<file path="config.mk">
export PLATFORM = sky130hd
export DESIGN_NAME = oflow_core
export DESIGN_NICKNAME = d
export VERILOG_FILES = /design/src/source/oflow_pkg.sv /design/src/source/oflow_reg_file.sv /design/src/source/oflow_feature_diff.sv /design/src/source/oflow_score_calc.sv /design/src/source/oflow_match_decide.sv /design/src/source/oflow_core.sv
export SDC_FILE = /design/constraint.sdc
export NUM_CORES = 1
export LEC_CHECK = 0
export BUFFER_PORTS_ARGS = -buffer_cell sky130_fd_sc_hd__buf_4
export CAP_MARGIN = 30
export CELL_PAD_IN_SITES_DETAIL_PLACEMENT = 1
export CELL_PAD_IN_SITES_GLOBAL_PLACEMENT = 1
export CORE_ASPECT_RATIO = 0.75
export CORE_UTILIZATION = 35
export DETAILED_ROUTE_END_ITERATION = 8
export GPL_ROUTABILITY_DRIVEN = 1
export MAX_ROUTING_LAYER = met4
export PLACE_DENSITY_LB_ADDON = 0.1
export SLEW_MARGIN = 20
export SYNTH_ARGS = -nofsm -noshare
export SYNTH_HDL_FRONTEND = slang
export SYNTH_SLANG_ARGS = --single-unit
</file>
<file path="constraint.sdc">
create_clock -name clk -period 15.6 [get_ports clk]
set_input_delay 1.56 -clock clk [delete_from_list [all_inputs] [get_ports clk]]
set_output_delay 1.56 -clock clk [all_outputs]
set_load 0.05 [all_outputs]
</file>
<file path="src/source/oflow_pkg.sv">
// oflow package with the shared widths, register map and pipeline types of the scorer
`default_nettype none

package oflow_pkg;

	// ----------------------------------------------------------
	// widths
	// ----------------------------------------------------------
	localparam int ADDR_LEN                    = 8;
	localparam int APB_DATA_LEN                = 32;
	localparam int WEIGHT_LEN                  = 8;
	localparam int SCORE_LEN                   = 24;
	localparam int NUM_OF_HISTORY_FRAMES_WIDTH = 3;
	localparam int COORD_LEN                   = 8;
	localparam int OVERLAP_LEN                 = 10;
	localparam int TRACK_ID_LEN                = 4;

	// plain vector types
	typedef logic [ADDR_LEN-1:0]                    apb_addr_t;
	typedef logic [APB_DATA_LEN-1:0]                apb_data_t;
	typedef logic [WEIGHT_LEN-1:0]                  weight_t;
	typedef logic [SCORE_LEN-1:0]                   score_t;
	typedef logic [NUM_OF_HISTORY_FRAMES_WIDTH-1:0] hist_len_t;
	typedef logic [COORD_LEN-1:0]                   coord_t;
	typedef logic [OVERLAP_LEN-1:0]                 overlap_t;
	typedef logic [TRACK_ID_LEN-1:0]                track_id_t;

	// ----------------------------------------------------------
	// register map, word aligned
	// ----------------------------------------------------------
	localparam apb_addr_t W_IOU_ADDR                 = 8'h00;
	localparam apb_addr_t W_WIDTH_ADDR               = 8'h04;
	localparam apb_addr_t W_HEIGHT_ADDR              = 8'h08;
	localparam apb_addr_t W_COLOR1_ADDR              = 8'h0C;
	localparam apb_addr_t W_COLOR2_ADDR              = 8'h10;
	localparam apb_addr_t W_HISTORY_ADDR             = 8'h14;
	localparam apb_addr_t SCORE_TH_FOR_NEW_BBOX_ADDR = 8'h18;
	localparam apb_addr_t NUM_OF_HISTORY_FRAMES_ADDR = 8'h1C;

	// full-scale similarity for one size or color feature
	localparam coord_t COORD_MAX = '1;

	// ----------------------------------------------------------
	// structs
	// ----------------------------------------------------------
	typedef struct packed {
		coord_t x;
		coord_t y;
		coord_t width;
		coord_t height;
		coord_t color1;
		coord_t color2;
	} bbox_t;

	typedef struct packed {
		bbox_t     box;
		hist_len_t age;
		track_id_t id;
	} track_t;

	typedef struct packed {
		bbox_t  det;
		track_t trk;
	} bbox_pair_t;

	typedef struct packed {
		weight_t iou;
		weight_t width;
		weight_t height;
		weight_t color1;
		weight_t color2;
		weight_t history;
	} weights_t;

	// register file output, read live by every stage
	typedef struct packed {
		weights_t  weights;
		score_t    score_th;
		hist_len_t num_frames;
	} track_cfg_t;

	typedef struct packed {
		overlap_t  overlap;
		coord_t    dw;
		coord_t    dh;
		coord_t    dc1;
		coord_t    dc2;
		hist_len_t age;
		track_id_t id;
	} feature_t;

	typedef struct packed {
		score_t    score;
		hist_len_t age;
		track_id_t id;
	} score_stage_t;

	typedef struct packed {
		track_id_t id;
		score_t    score;
		logic      match;
		logic      expired;
	} match_result_t;

endpackage

`default_nettype wire

</file>
<file path="src/source/oflow_reg_file.sv">
// oflow register file holding the APB programmed weights, threshold and history length
`timescale 1ns/1ps
`default_nettype none

module oflow_reg_file (
	input  logic                   clk,
	input  logic                   reset_N,
	// apb slave side
	input  logic                   psel,
	input  logic                   penable,
	input  logic                   pwrite,
	input  oflow_pkg::apb_addr_t   paddr,
	input  oflow_pkg::apb_data_t   pwdata,
	output logic                   pready,
	output oflow_pkg::apb_data_t   prdata,
	// configuration to the pipeline
	output oflow_pkg::track_cfg_t  cfg
);

	// ----------------------------------------------------------
	// access phase decode
	// ----------------------------------------------------------
	logic                 access;
	logic                 wr_access;
	logic                 rd_access;
	logic                 addr_hit;
	oflow_pkg::apb_data_t rd_mux;

	assign access    = psel && penable;
	assign wr_access = access && pwrite;
	assign rd_access = access && !pwrite;

	// address match and zero-extended read value
	always_comb
	begin
		addr_hit = 1'b1;
		rd_mux   = '0;
		case (paddr)
			oflow_pkg::W_IOU_ADDR:
				rd_mux = oflow_pkg::apb_data_t'(cfg.weights.iou);
			oflow_pkg::W_WIDTH_ADDR:
				rd_mux = oflow_pkg::apb_data_t'(cfg.weights.width);
			oflow_pkg::W_HEIGHT_ADDR:
				rd_mux = oflow_pkg::apb_data_t'(cfg.weights.height);
			oflow_pkg::W_COLOR1_ADDR:
				rd_mux = oflow_pkg::apb_data_t'(cfg.weights.color1);
			oflow_pkg::W_COLOR2_ADDR:
				rd_mux = oflow_pkg::apb_data_t'(cfg.weights.color2);
			oflow_pkg::W_HISTORY_ADDR:
				rd_mux = oflow_pkg::apb_data_t'(cfg.weights.history);
			oflow_pkg::SCORE_TH_FOR_NEW_BBOX_ADDR:
				rd_mux = oflow_pkg::apb_data_t'(cfg.score_th);
			oflow_pkg::NUM_OF_HISTORY_FRAMES_ADDR:
				rd_mux = oflow_pkg::apb_data_t'(cfg.num_frames);
			default:
				addr_hit = 1'b0;
		endcase
	end

	// no wait states, unmapped access never completes
	assign pready = access && addr_hit;
	assign prdata = (rd_access && addr_hit) ? rd_mux : '0;

	// ----------------------------------------------------------
	// configuration registers
	// ----------------------------------------------------------
	// each field takes the low bits of pwdata
	always_ff @(posedge clk or negedge reset_N)
	begin
		if (!reset_N)
		begin
			cfg <= '0;
		end
		else if (wr_access)
		begin
			case (paddr)
				oflow_pkg::W_IOU_ADDR:
					cfg.weights.iou <= pwdata[oflow_pkg::WEIGHT_LEN-1:0];
				oflow_pkg::W_WIDTH_ADDR:
					cfg.weights.width <= pwdata[oflow_pkg::WEIGHT_LEN-1:0];
				oflow_pkg::W_HEIGHT_ADDR:
					cfg.weights.height <= pwdata[oflow_pkg::WEIGHT_LEN-1:0];
				oflow_pkg::W_COLOR1_ADDR:
					cfg.weights.color1 <= pwdata[oflow_pkg::WEIGHT_LEN-1:0];
				oflow_pkg::W_COLOR2_ADDR:
					cfg.weights.color2 <= pwdata[oflow_pkg::WEIGHT_LEN-1:0];
				oflow_pkg::W_HISTORY_ADDR:
					cfg.weights.history <= pwdata[oflow_pkg::WEIGHT_LEN-1:0];
				oflow_pkg::SCORE_TH_FOR_NEW_BBOX_ADDR:
					cfg.score_th <= pwdata[oflow_pkg::SCORE_LEN-1:0];
				oflow_pkg::NUM_OF_HISTORY_FRAMES_ADDR:
					cfg.num_frames <= pwdata[oflow_pkg::NUM_OF_HISTORY_FRAMES_WIDTH-1:0];
				default:
				begin
					// unmapped write is dropped
				end
			endcase
		end
	end

endmodule

`default_nettype wire

</file>
<file path="src/source/oflow_feature_diff.sv">
// oflow stage one, turns a detection/track pair into overlap and difference features
`timescale 1ns/1ps
`default_nettype none

module oflow_feature_diff (
	input  logic                   clk,
	input  logic                   reset_N,
	input  logic                   pair_valid,
	input  oflow_pkg::bbox_pair_t  pair,
	output logic                   feature_valid,
	output oflow_pkg::feature_t    feature
);

	// ----------------------------------------------------------
	// helpers
	// ----------------------------------------------------------
	// clipped overlap of two intervals on one axis
	function automatic oflow_pkg::coord_t axis_overlap(
		input oflow_pkg::coord_t lo_a,
		input oflow_pkg::coord_t len_a,
		input oflow_pkg::coord_t lo_b,
		input oflow_pkg::coord_t len_b
	);
		logic [oflow_pkg::COORD_LEN:0] hi_a;
		logic [oflow_pkg::COORD_LEN:0] hi_b;
		logic [oflow_pkg::COORD_LEN:0] hi_min;
		logic [oflow_pkg::COORD_LEN:0] lo_max;
		logic [oflow_pkg::COORD_LEN:0] span;
		// right edges need the ninth bit
		hi_a   = {1'b0, lo_a} + {1'b0, len_a};
		hi_b   = {1'b0, lo_b} + {1'b0, len_b};
		hi_min = (hi_a < hi_b) ? hi_a : hi_b;
		lo_max = (lo_a > lo_b) ? {1'b0, lo_a} : {1'b0, lo_b};
		span   = (hi_min > lo_max) ? (hi_min - lo_max) : '0;
		// span never exceeds the shorter length, so eight bits hold it
		return span[oflow_pkg::COORD_LEN-1:0];
	endfunction

	function automatic oflow_pkg::coord_t abs_diff(
		input oflow_pkg::coord_t a,
		input oflow_pkg::coord_t b
	);
		return (a > b) ? (a - b) : (b - a);
	endfunction

	// ----------------------------------------------------------
	// feature datapath
	// ----------------------------------------------------------
	oflow_pkg::coord_t   ov_x;
	oflow_pkg::coord_t   ov_y;
	oflow_pkg::feature_t feature_nxt;

	assign ov_x = axis_overlap(pair.det.x, pair.det.width, pair.trk.box.x, pair.trk.box.width);
	assign ov_y = axis_overlap(pair.det.y, pair.det.height, pair.trk.box.y,
		pair.trk.box.height);

	always_comb
	begin
		// summed overlap stands in for iou
		feature_nxt.overlap = oflow_pkg::overlap_t'(ov_x) + oflow_pkg::overlap_t'(ov_y);
		feature_nxt.dw      = abs_diff(pair.det.width, pair.trk.box.width);
		feature_nxt.dh      = abs_diff(pair.det.height, pair.trk.box.height);
		feature_nxt.dc1     = abs_diff(pair.det.color1, pair.trk.box.color1);
		feature_nxt.dc2     = abs_diff(pair.det.color2, pair.trk.box.color2);
		// track bookkeeping rides along
		feature_nxt.age     = pair.trk.age;
		feature_nxt.id      = pair.trk.id;
	end

	// ----------------------------------------------------------
	// stage register
	// ----------------------------------------------------------
	always_ff @(posedge clk or negedge reset_N)
	begin
		if (!reset_N)
			feature_valid <= 1'b0;
		else
			feature_valid <= pair_valid;
	end

	always_ff @(posedge clk)
	begin
		if (pair_valid)
			feature <= feature_nxt;
	end

endmodule

`default_nettype wire

</file>
<file path="src/source/oflow_score_calc.sv">
// oflow stage two, forms the weighted similarity score from the stage one features
`timescale 1ns/1ps
`default_nettype none

module oflow_score_calc (
	input  logic                     clk,
	input  logic                     reset_N,
	input  logic                     feature_valid,
	input  oflow_pkg::feature_t      feature,
	input  oflow_pkg::weights_t      weights,
	input  oflow_pkg::hist_len_t     num_frames,
	output logic                     score_valid,
	output oflow_pkg::score_stage_t  score_out
);

	// weight times factor at full score width
	function automatic oflow_pkg::score_t wmul(
		input oflow_pkg::weight_t w,
		input oflow_pkg::score_t  factor
	);
		return oflow_pkg::score_t'(w) * factor;
	endfunction

	// ----------------------------------------------------------
	// similarity factors
	// ----------------------------------------------------------
	oflow_pkg::coord_t    sim_w;
	oflow_pkg::coord_t    sim_h;
	oflow_pkg::coord_t    sim_c1;
	oflow_pkg::coord_t    sim_c2;
	oflow_pkg::hist_len_t hist_left;

	// small difference means high similarity
	assign sim_w  = oflow_pkg::COORD_MAX - feature.dw;
	assign sim_h  = oflow_pkg::COORD_MAX - feature.dh;
	assign sim_c1 = oflow_pkg::COORD_MAX - feature.dc1;
	assign sim_c2 = oflow_pkg::COORD_MAX - feature.dc2;

	// remaining history frames, clamped at zero for old tracks
	assign hist_left = (feature.age > num_frames) ? '0 : (num_frames - feature.age);

	// ----------------------------------------------------------
	// weighted terms and sum
	// ----------------------------------------------------------
	oflow_pkg::score_t term_iou;
	oflow_pkg::score_t term_w;
	oflow_pkg::score_t term_h;
	oflow_pkg::score_t term_c1;
	oflow_pkg::score_t term_c2;
	oflow_pkg::score_t term_hist;
	oflow_pkg::score_t score_sum;

	assign term_iou  = wmul(weights.iou, oflow_pkg::score_t'(feature.overlap));
	assign term_w    = wmul(weights.width, oflow_pkg::score_t'(sim_w));
	assign term_h    = wmul(weights.height, oflow_pkg::score_t'(sim_h));
	assign term_c1   = wmul(weights.color1, oflow_pkg::score_t'(sim_c1));
	assign term_c2   = wmul(weights.color2, oflow_pkg::score_t'(sim_c2));
	assign term_hist = wmul(weights.history, oflow_pkg::score_t'(hist_left));

	// worst case stays below 2^20, no overflow
	assign score_sum = term_iou + term_w + term_h + term_c1 + term_c2 + term_hist;

	// ----------------------------------------------------------
	// stage register
	// ----------------------------------------------------------
	always_ff @(posedge clk or negedge reset_N)
	begin
		if (!reset_N)
			score_valid <= 1'b0;
		else
			score_valid <= feature_valid;
	end

	always_ff @(posedge clk)
	begin
		if (feature_valid)
		begin
			score_out.score <= score_sum;
			score_out.age   <= feature.age;
			score_out.id    <= feature.id;
		end
	end

endmodule

`default_nettype wire

</file>
<file path="src/source/oflow_match_decide.sv">
// oflow stage three, applies track expiry and the score threshold to form the result
`timescale 1ns/1ps
`default_nettype none

module oflow_match_decide (
	input  logic                      clk,
	input  logic                      reset_N,
	input  logic                      score_valid,
	input  oflow_pkg::score_stage_t   score_in,
	input  oflow_pkg::score_t         score_th,
	input  oflow_pkg::hist_len_t      num_frames,
	output logic                      result_valid,
	output oflow_pkg::match_result_t  result
);

	// ----------------------------------------------------------
	// decision
	// ----------------------------------------------------------
	logic expired;
	logic above_th;
	logic match;

	// track older than the history window
	assign expired = score_in.age > num_frames;

	// threshold is inclusive
	assign above_th = score_in.score >= score_th;

	// live track with enough score continues
	// otherwise a new bbox is opened
	assign match = !expired && above_th;

	// ----------------------------------------------------------
	// stage register
	// ----------------------------------------------------------
	always_ff @(posedge clk or negedge reset_N)
	begin
		if (!reset_N)
			result_valid <= 1'b0;
		else
			result_valid <= score_valid;
	end

	// result payload only moves with a valid score
	always_ff @(posedge clk)
	begin
		if (score_valid)
		begin
			result.id      <= score_in.id;
			result.score   <= score_in.score;
			result.match   <= match;
			result.expired <= expired;
		end
	end

endmodule

`default_nettype wire

</file>
<file path="src/source/oflow_core.sv">
// oflow core, joins the APB register file and the three stage scoring pipeline
`timescale 1ns/1ps
`default_nettype none

module oflow_core (
	input  logic                      clk,
	input  logic                      reset_N,
	// apb
	input  logic                      psel,
	input  logic                      penable,
	input  logic                      pwrite,
	input  oflow_pkg::apb_addr_t      paddr,
	input  oflow_pkg::apb_data_t      pwdata,
	output logic                      pready,
	output oflow_pkg::apb_data_t      prdata,
	// candidate stream
	input  logic                      pair_valid,
	input  oflow_pkg::bbox_pair_t     pair,
	output logic                      result_valid,
	output oflow_pkg::match_result_t  result
);

	// ----------------------------------------------------------
	// internal nets
	// ----------------------------------------------------------
	oflow_pkg::track_cfg_t   cfg;
	logic                    feature_valid;
	oflow_pkg::feature_t     feature;
	logic                    score_valid;
	oflow_pkg::score_stage_t score_stage;

	// configuration registers
	oflow_reg_file reg_file_i (
		.clk     (clk),
		.reset_N (reset_N),
		.psel    (psel),
		.penable (penable),
		.pwrite  (pwrite),
		.paddr   (paddr),
		.pwdata  (pwdata),
		.pready  (pready),
		.prdata  (prdata),
		.cfg     (cfg)
	);

	// ----------------------------------------------------------
	// pipeline, one cycle per stage
	// ----------------------------------------------------------
	oflow_feature_diff feature_diff_i (
		.clk           (clk),
		.reset_N       (reset_N),
		.pair_valid    (pair_valid),
		.pair          (pair),
		.feature_valid (feature_valid),
		.feature       (feature)
	);

	oflow_score_calc score_calc_i (
		.clk           (clk),
		.reset_N       (reset_N),
		.feature_valid (feature_valid),
		.feature       (feature),
		.weights       (cfg.weights),
		.num_frames    (cfg.num_frames),
		.score_valid   (score_valid),
		.score_out     (score_stage)
	);

	oflow_match_decide match_decide_i (
		.clk          (clk),
		.reset_N      (reset_N),
		.score_valid  (score_valid),
		.score_in     (score_stage),
		.score_th     (cfg.score_th),
		.num_frames   (cfg.num_frames),
		.result_valid (result_valid),
		.result       (result)
	);

endmodule

`default_nettype wire

</file>
==> results of run 1 <==
## layer usage
metal / wire (um) / global-route usage, %
met5: 0 / -
met4: 845 / 4.35
met3: 3510 / 4.07
met2: 33000 / 31.6
met1: 38400 / 30.0
## worst paths after layout
kind                                                       from                               endpoint  slack (ps)  cells past startpoint
max in group asynchronous                               reset_N         reg_file_i.cfg[48]$_DFFE_PN0P_       13850                      3
min in group asynchronous                               reset_N  match_decide_i.result_valid$_DFF_PN0_         880                      1
max reg2reg                feature_diff_i.feature[42]$_DFFE_PP_   score_calc_i.score_out[25]$_DFFE_PP_        5590                     27
min                         feature_diff_i.feature[0]$_DFFE_PP_    score_calc_i.score_out[0]$_DFFE_PP_         420                      0
max                        feature_diff_i.feature[42]$_DFFE_PP_   score_calc_i.score_out[25]$_DFFE_PP_        5590                     27
min reg2reg                 feature_diff_i.feature[0]$_DFFE_PP_    score_calc_i.score_out[0]$_DFFE_PP_         420                      0
## cells by family after synthesis
group / count (synthesis)
mux: 127
flops: 179
other cells: 1
buf+inv: 604
simple gates: 693
xor+xnor: 75
compound gates: 358
fa+ha+maj: 672
## through the flow
stage	total power, W	hold WS, ps	cell area [um2]
global route	0.00221	433	29500
finish	0.00206	424	29500
detailed placement	0.00161	407	28800
floorplan	0.00129	400	26400
global placement	0.00158	408	28800
CTS	0.00208	428	29400
## layout make-up
| type | instances | area, um2 |
|---|---|---|
| timing repair buffer | 201 | 1540 |
| tap | 968 | 1210 |
| fill | 8387 | 44400 |
| multi-input combinational | 1937 | 19000 |
| clock buffer | 17 | 425 |
| antenna | 6 | 15.0 |
| sequential | 179 | 4980 |
| clock inverter | 15 | 198 |
| inverter | 552 | 2070 |
## where the power goes
part           total, W  internal (W)  switching [W]
Clock          0.000461      0.000220       0.000241
Sequential     0.000695      0.000585       0.000109
Combinational  0.000901      0.000390       0.000511
Total           0.00206       0.00120       0.000862
## synth_stat cells, types with 5 or more instances
cell type  number
o211ai_1        5
a211oi_1       17
o21a_1         24
a22oi_1        11
nor3b_1         6
a221oi_1        7
nor3_1         30
nor2b_1       176
and3_1         27
o21ai_0       102
nor2_1         93
nand3_1        15
buf_2          11
a31oi_1         8
nand2_1       115
o41ai_1        11
mux4_2          5
edfxtp_1      101
nand2b_1      134
or4_1           8
mux2i_1        53
clkbuf_1       19
inv_1         551
xor2_1         32
fa_1          321
a21boi_0        9
a21oi_1        88
nand4_1        22
mux2_2         68
xnor2_1        43
dfrtp_1        78
ha_1          351
buf_4          15
a21o_1         30
and2_1         50
o21bai_1       10
## sequential cells by signal (all words and copies together) (netlist names)
register                      flops
match_decide_i.result            26
score_calc_i.score_out           27
reg_file_i.cfg                   75
feature_diff_i.feature           48
match_decide_i.result_valid       1
score_calc_i.score_valid          1
feature_diff_i.feature_valid      1
==> impl_metrics.env, run 1 <==
export IMPL_synthArstFlopShare_pct=43.6
export IMPL_wl_per_cell_um=19.6
export IMPL_first_pass_iters=5
export IMPL_synthMuxAreaShare_pct=5.40
export IMPL_status="completed"
export IMPL_insertion_delay_ps=490
export IMPL_grt_pass1_wl_mm=121
export IMPL_cts_buffers=17
export IMPL_drive_gt1_share_pct=11.0
export IMPL_cts_tree="done"
export IMPL_syn_inst=2709
export IMPL_vdd_drop_max_mv=0.0988
export IMPL_rows=86
export IMPL_tns_ps=0
export IMPL_netlist_area_um2=26300
export IMPL_core_area_um2=73900
export IMPL_crit_buf_inv=6
export IMPL_crit_type="reg -> reg"
export IMPL_hold_class="reg -> reg"
export IMPL_start_util_pct=35.6
export IMPL_grt_pass1_vias=21233
export IMPL_finClkSkew_ps=15.4
export IMPL_drt_iter0_drc=929
export IMPL_instances_no_fill=3875
export IMPL_routed_wl_mm=75.8
export IMPL_nNetsFinal=3709
export IMPL_hold_viol=0
export IMPL_netlist_area_leader_share_pct=24.4
export IMPL_tightest_slew_ps=849
export IMPL_area_growth_pct=11.9
export IMPL_io_buffer_count=192
export IMPL_synth_seq_cells=179
export IMPL_place_hpwl_mm=65.2
export IMPL_drv_slew=0
export IMPL_ant_nets=0
export IMPL_synth_simple_gate_area_share_pct=14.5
export IMPL_post_cts_setup_buffer_count=0
export IMPL_endpoint_kind="register"
export IMPL_cts_sinks=179
export IMPL_track_usage_pct=21.3
export IMPL_htreeDepth=4
export IMPL_grt_setup_unrepaired="no"
export IMPL_cpPeakStageDelay_ps=750
export IMPL_worst_path_max_delay_cell="o311ai_1"
export IMPL_clock_path_buffers=2
export IMPL_synth_top_family_by_area="adder cells"
export IMPL_leakage_nw=14.5
export IMPL_layout_setup_ws_ps=5590
export IMPL_antenna_found_initial=3
export IMPL_max_slew_margin_pct=42.9
export IMPL_cp_max_fo=8
export IMPL_drc=0
export IMPL_fin_crit_sh_pct=64.1
export IMPL_fmax_mhz=99.9
export IMPL_layout_common_cells="551 x inv_1, 351 x ha_1, 321 x fa_1, 199 x buf_4, 176 x nor2b_1"
export IMPL_critPathMostFrequentCell="fa_1"
export IMPL_cts_root_buf="clkbuf_16"
export IMPL_synth_area_leaders="fa_1 24%, ha_1 17%, edfxtp_1 12%, inv_1 7.8%, dfrtp_1 7.4%"
export IMPL_ios=213
export IMPL_avgSynthCellArea_um2=9.73
export IMPL_vias_per_cell=4.98
export IMPL_power_density_nw_per_um2=69.8
export IMPL_pre_cts_ws_ps=5410
export IMPL_synthAdderAreaFrac_pct=41.1
export IMPL_place_gp_congestion=0.833
export IMPL_die_y_um=240
export IMPL_synth_compound_area_share_pct=8.64
export IMPL_grt_max_degree=70
export IMPL_layout_commonest_cell="inv_1"
export IMPL_grt_overflow_total=0
export IMPL_dieArea_um2=76400
export IMPL_arrival_ps=10190
export IMPL_period_needed_ps=10010
export IMPL_cp_top_family="adder cells"
export IMPL_synth_cell_type_count=71
export IMPL_postCtsHoldBufs=0
export IMPL_critPathRequiredTime_ps=15780
export IMPL_drv_cap=0
export IMPL_synth_edf_count=101
export IMPL_die_w_um=319
export IMPL_yosysWarnings=0
export IMPL_setup_viol=0
export IMPL_synth_xor_xnor_area_share_pct=2.49
export IMPL_clk_pin_slew_ps=80
export IMPL_ys_seq_area_share_pct=18.9
export IMPL_critPathLaunchType="register"
export IMPL_num_vias=19309
export IMPL_synth_top_area_cell="fa_1"
export IMPL_placedCellCount=3835
export IMPL_final_util_pct=39.9
export IMPL_ys_dominant_reg_cell="edfxtp_1"
export IMPL_cts_resized=0
(Power assumes the default switching activity.)
==> run 2: changes to the inputs <==
--- a/config.mk
+++ b/config.mk
@@ -5,6 +5,7 @@
 export SDC_FILE = /design/constraint.sdc
 export NUM_CORES = 1
 export LEC_CHECK = 0
+export ABC_AREA = 1
 export BUFFER_PORTS_ARGS = -buffer_cell sky130_fd_sc_hd__buf_4
 export CAP_MARGIN = 30
 export CELL_PAD_IN_SITES_DETAIL_PLACEMENT = 1
==> constraint.sdc (replaced) <==
create_clock -name clk -period 8.32 [get_ports clk]
set_input_delay 0.832 -clock clk [delete_from_list [all_inputs] [get_ports clk]]
set_output_delay 0.832 -clock clk [all_outputs]
set_load 0.05 [all_outputs]
==> run 2 against run 1 <==
Via count is 18% higher. Highest routed layer unchanged. Critical path depth is 8 higher. Routed wire length grew 18%.
==> impl_metrics.env, run 2 <==
export IMPL_setup_viol=0
export IMPL_ios=213
export IMPL_routed_wl_mm=89.4
export IMPL_core_area_um2=75700
export IMPL_max_slew_margin_pct=40.9
export IMPL_grt_pass1_wl_mm=139
export IMPL_synthArstFlopShare_pct=43.6
export IMPL_drv_slew=0
export IMPL_vias_per_cell=4.79
export IMPL_period_needed_ps=8290
export IMPL_grt_setup_unrepaired="yes"
export IMPL_fmax_mhz=121
export IMPL_crit_type="reg -> reg"
export IMPL_swShare_pct=44.9
export IMPL_drive_gt1_share_pct=15.4
export IMPL_drv_cap=0
export IMPL_track_usage_pct=23.9
export IMPL_power_density_nw_per_um2=132
export IMPL_diodes=0
export IMPL_switchingPower_w=0.00191
export IMPL_postCtsHoldBufs=0
export IMPL_cp_top_family="adder cells"
export IMPL_pwr_share_clk_pct=20.1
export IMPL_grt_pass1_vias=24790
export IMPL_drc=0
export IMPL_wl_per_cell_um=18.7
export IMPL_reg_top3="reg_file_i.cfg x75, feature_diff_i.feature x48, score_calc_i.score_out x27"
export IMPL_grt_overflow_total=0
export IMPL_netlist_area_leader_share_pct=23.9
export IMPL_grt_max_degree=60
export IMPL_synth_area_leaders="fa_1 24%, ha_1 16%, edfxtp_1 11%, nand2_1 11%, inv_1 11%"
export IMPL_hold_viol=0
export IMPL_vdd_drop_max_mv=0.196
export IMPL_rows=87
export IMPL_clk_pin_slew_ps=80
export IMPL_finalInstanceArea_um2=32100
export IMPL_cpPeakStageDelay_ps=550
export IMPL_netlist_area_um2=26900
export IMPL_place_gp_congestion=0.917
export IMPL_syn_inst=3427
export IMPL_power_w=0.00425
export IMPL_netlist_top_cells_count="799 x nand2_1, 789 x inv_1, 351 x ha_1"
export IMPL_drt_iter0_drc=1084
export IMPL_p_int_w=0.00234
export IMPL_num_vias=22829
export IMPL_endpoint_kind="register"
export IMPL_cts_buffers=17
export IMPL_synth_edf_count=101
export IMPL_cts_root_buf="clkbuf_16"
export IMPL_area_growth_pct=19.3
export IMPL_power_frac_seq_pct=28.5
export IMPL_worst_path_max_delay_cell="fa_1"
export IMPL_io_buffer_count=192
export IMPL_cts_sinks=179
export IMPL_die_y_um=242
export IMPL_synth_cell_type_count=40
export IMPL_htreeDepth=4
export IMPL_die_w_um=322
export IMPL_first_pass_iters=5
export IMPL_synth_most_common_cell="nand2_1"
export IMPL_cp_max_fo=6
export IMPL_ys_dominant_reg_cell="edfxtp_1"
export IMPL_largest_reg_flops=75
export IMPL_dieArea_um2=78000
export IMPL_clock_path_buffers=2
export IMPL_ys_seq_area_share_pct=18.5
export IMPL_cts_tree="done"
export IMPL_synth_top_area_cell="fa_1"
export IMPL_critPathMostFrequentCell="fa_1"
export IMPL_combinationalPowerShare_pct=51.4
export IMPL_seq_area_um2=4990
export IMPL_multi_input_area_um2=19500
export IMPL_regMostFlops="reg_file_i.cfg"
export IMPL_crit_buf_inv=10
export IMPL_critPathLaunchType="register"
export IMPL_insertion_delay_ps=500
export IMPL_fin_crit_sh_pct=99.7
export IMPL_layout_commonest_cell="nand2_1"
export IMPL_yosysWarnings=0
export IMPL_critPathRequiredTime_ps=8560
export IMPL_avgSynthCellArea_um2=7.85
export IMPL_place_area_um2=30200
export IMPL_status="completed"
export IMPL_layout_common_cells="761 x nand2_1, 757 x inv_1, 335 x buf_4, 330 x ha_1, 316 x fa_1"
export IMPL_arrival_ps=8540
export IMPL_start_util_pct=35.5
export IMPL_antenna_found_initial=0
export IMPL_tightest_slew_ps=887
export IMPL_num_fill_cells=9168
export IMPL_ant_nets=0
export IMPL_synth_seq_cells=179
export IMPL_finClkSkew_ps=19.7
export IMPL_leakage_nw=16.9
export IMPL_nNetsFinal=4552
export IMPL_hold_class="in -> async"
export IMPL_place_hpwl_mm=76.1
[run 2: timing repair]
action / in CTS / in global routing
gates resized for setup: 87 / 161
setup buffers: 10 / 30
pin swaps: 31 / 102
endpoints found under the setup margin: 13 / 13
[run 2: layout make-up]
type                       count  share of cell area (%)
clock buffer                  19                    1.36
clock inverter                13                   0.425
inverter                     792                    9.28
multi-input combinational   2385                    60.7
sequential                   179                    15.6
tap                         1023                    3.99
timing repair buffer         356                    8.67
[run 2: routing by layer]
metal,vias up,wire (um),share of wire [%],GRT usage [%]
li1,11074,-,-,-
met2,310,41600,47,37.6
met5,-,0,0,-
met3,82,2980,3.3,2.89
met1,11363,43000,48,32.7
met4,0,1800,2.0,5.60
[run 2: final timing paths]
| check | slack [ps] | startpoint | cells past startpoint | to |
|---|---|---|---|---|
| worst max-delay path | 30 | reg_file_i.cfg[71]$_DFFE_PN0P_ | 35 | score_calc_i.score_out[19]$_DFFE_PP_ |
| worst max register to register | 30 | reg_file_i.cfg[71]$_DFFE_PN0P_ | 35 | score_calc_i.score_out[19]$_DFFE_PP_ |
| worst min-delay path | 240 | reset_N | 1 | reg_file_i.cfg[21]$_DFFE_PN0P_ |
| max in group asynchronous | 6840 | reset_N | 2 | reg_file_i.cfg[61]$_DFFE_PN0P_ |
| min in group clk | 420 | feature_diff_i.feature[0]$_DFFE_PP_ | 0 | score_calc_i.score_out[0]$_DFFE_PP_ |
| worst min register to register | 420 | feature_diff_i.feature[0]$_DFFE_PP_ | 0 | score_calc_i.score_out[0]$_DFFE_PP_ |
[run 2: kinds of logic after synthesis]
kind of cell | share of synthesized area [%]
fa+ha+maj | 40.2
flops | 18.5
xor+xnor | 2.70
simple gates | 18.8
compound gates | 7.14
other cells | 0.0139
buf+inv | 12.5
[run 2: power groups by stage]
stage | Clock (W) | Combinational (W) | Sequential (W)
2_1_floorplan | 0 | 0.00131 | 0.00118
3_3_place_gp | 0 | 0.00193 | 0.00124
3_5_place_dp | 0 | 0.00201 | 0.00124
4_1_cts | 0.000881 | 0.00208 | 0.00122
5_1_grt | 0.000906 | 0.00244 | 0.00122
6_report | 0.000852 | 0.00218 | 0.00121
[run 2: metrics by stage]
stage,cells,setup slack (ps),hold slack [ps],util (%),setup TNS (ps)
final,4767,26.3,240,42.4,0
after detailed placement,4697,-395,406,39.9,-3960
after global routing,4767,-248,232,42.4,-1680
after floorplan,3438,147,400,-,0
after CTS,4739,-21.5,216,41.3,-38.2
after global placement,4696,-292,403,39.9,-2390
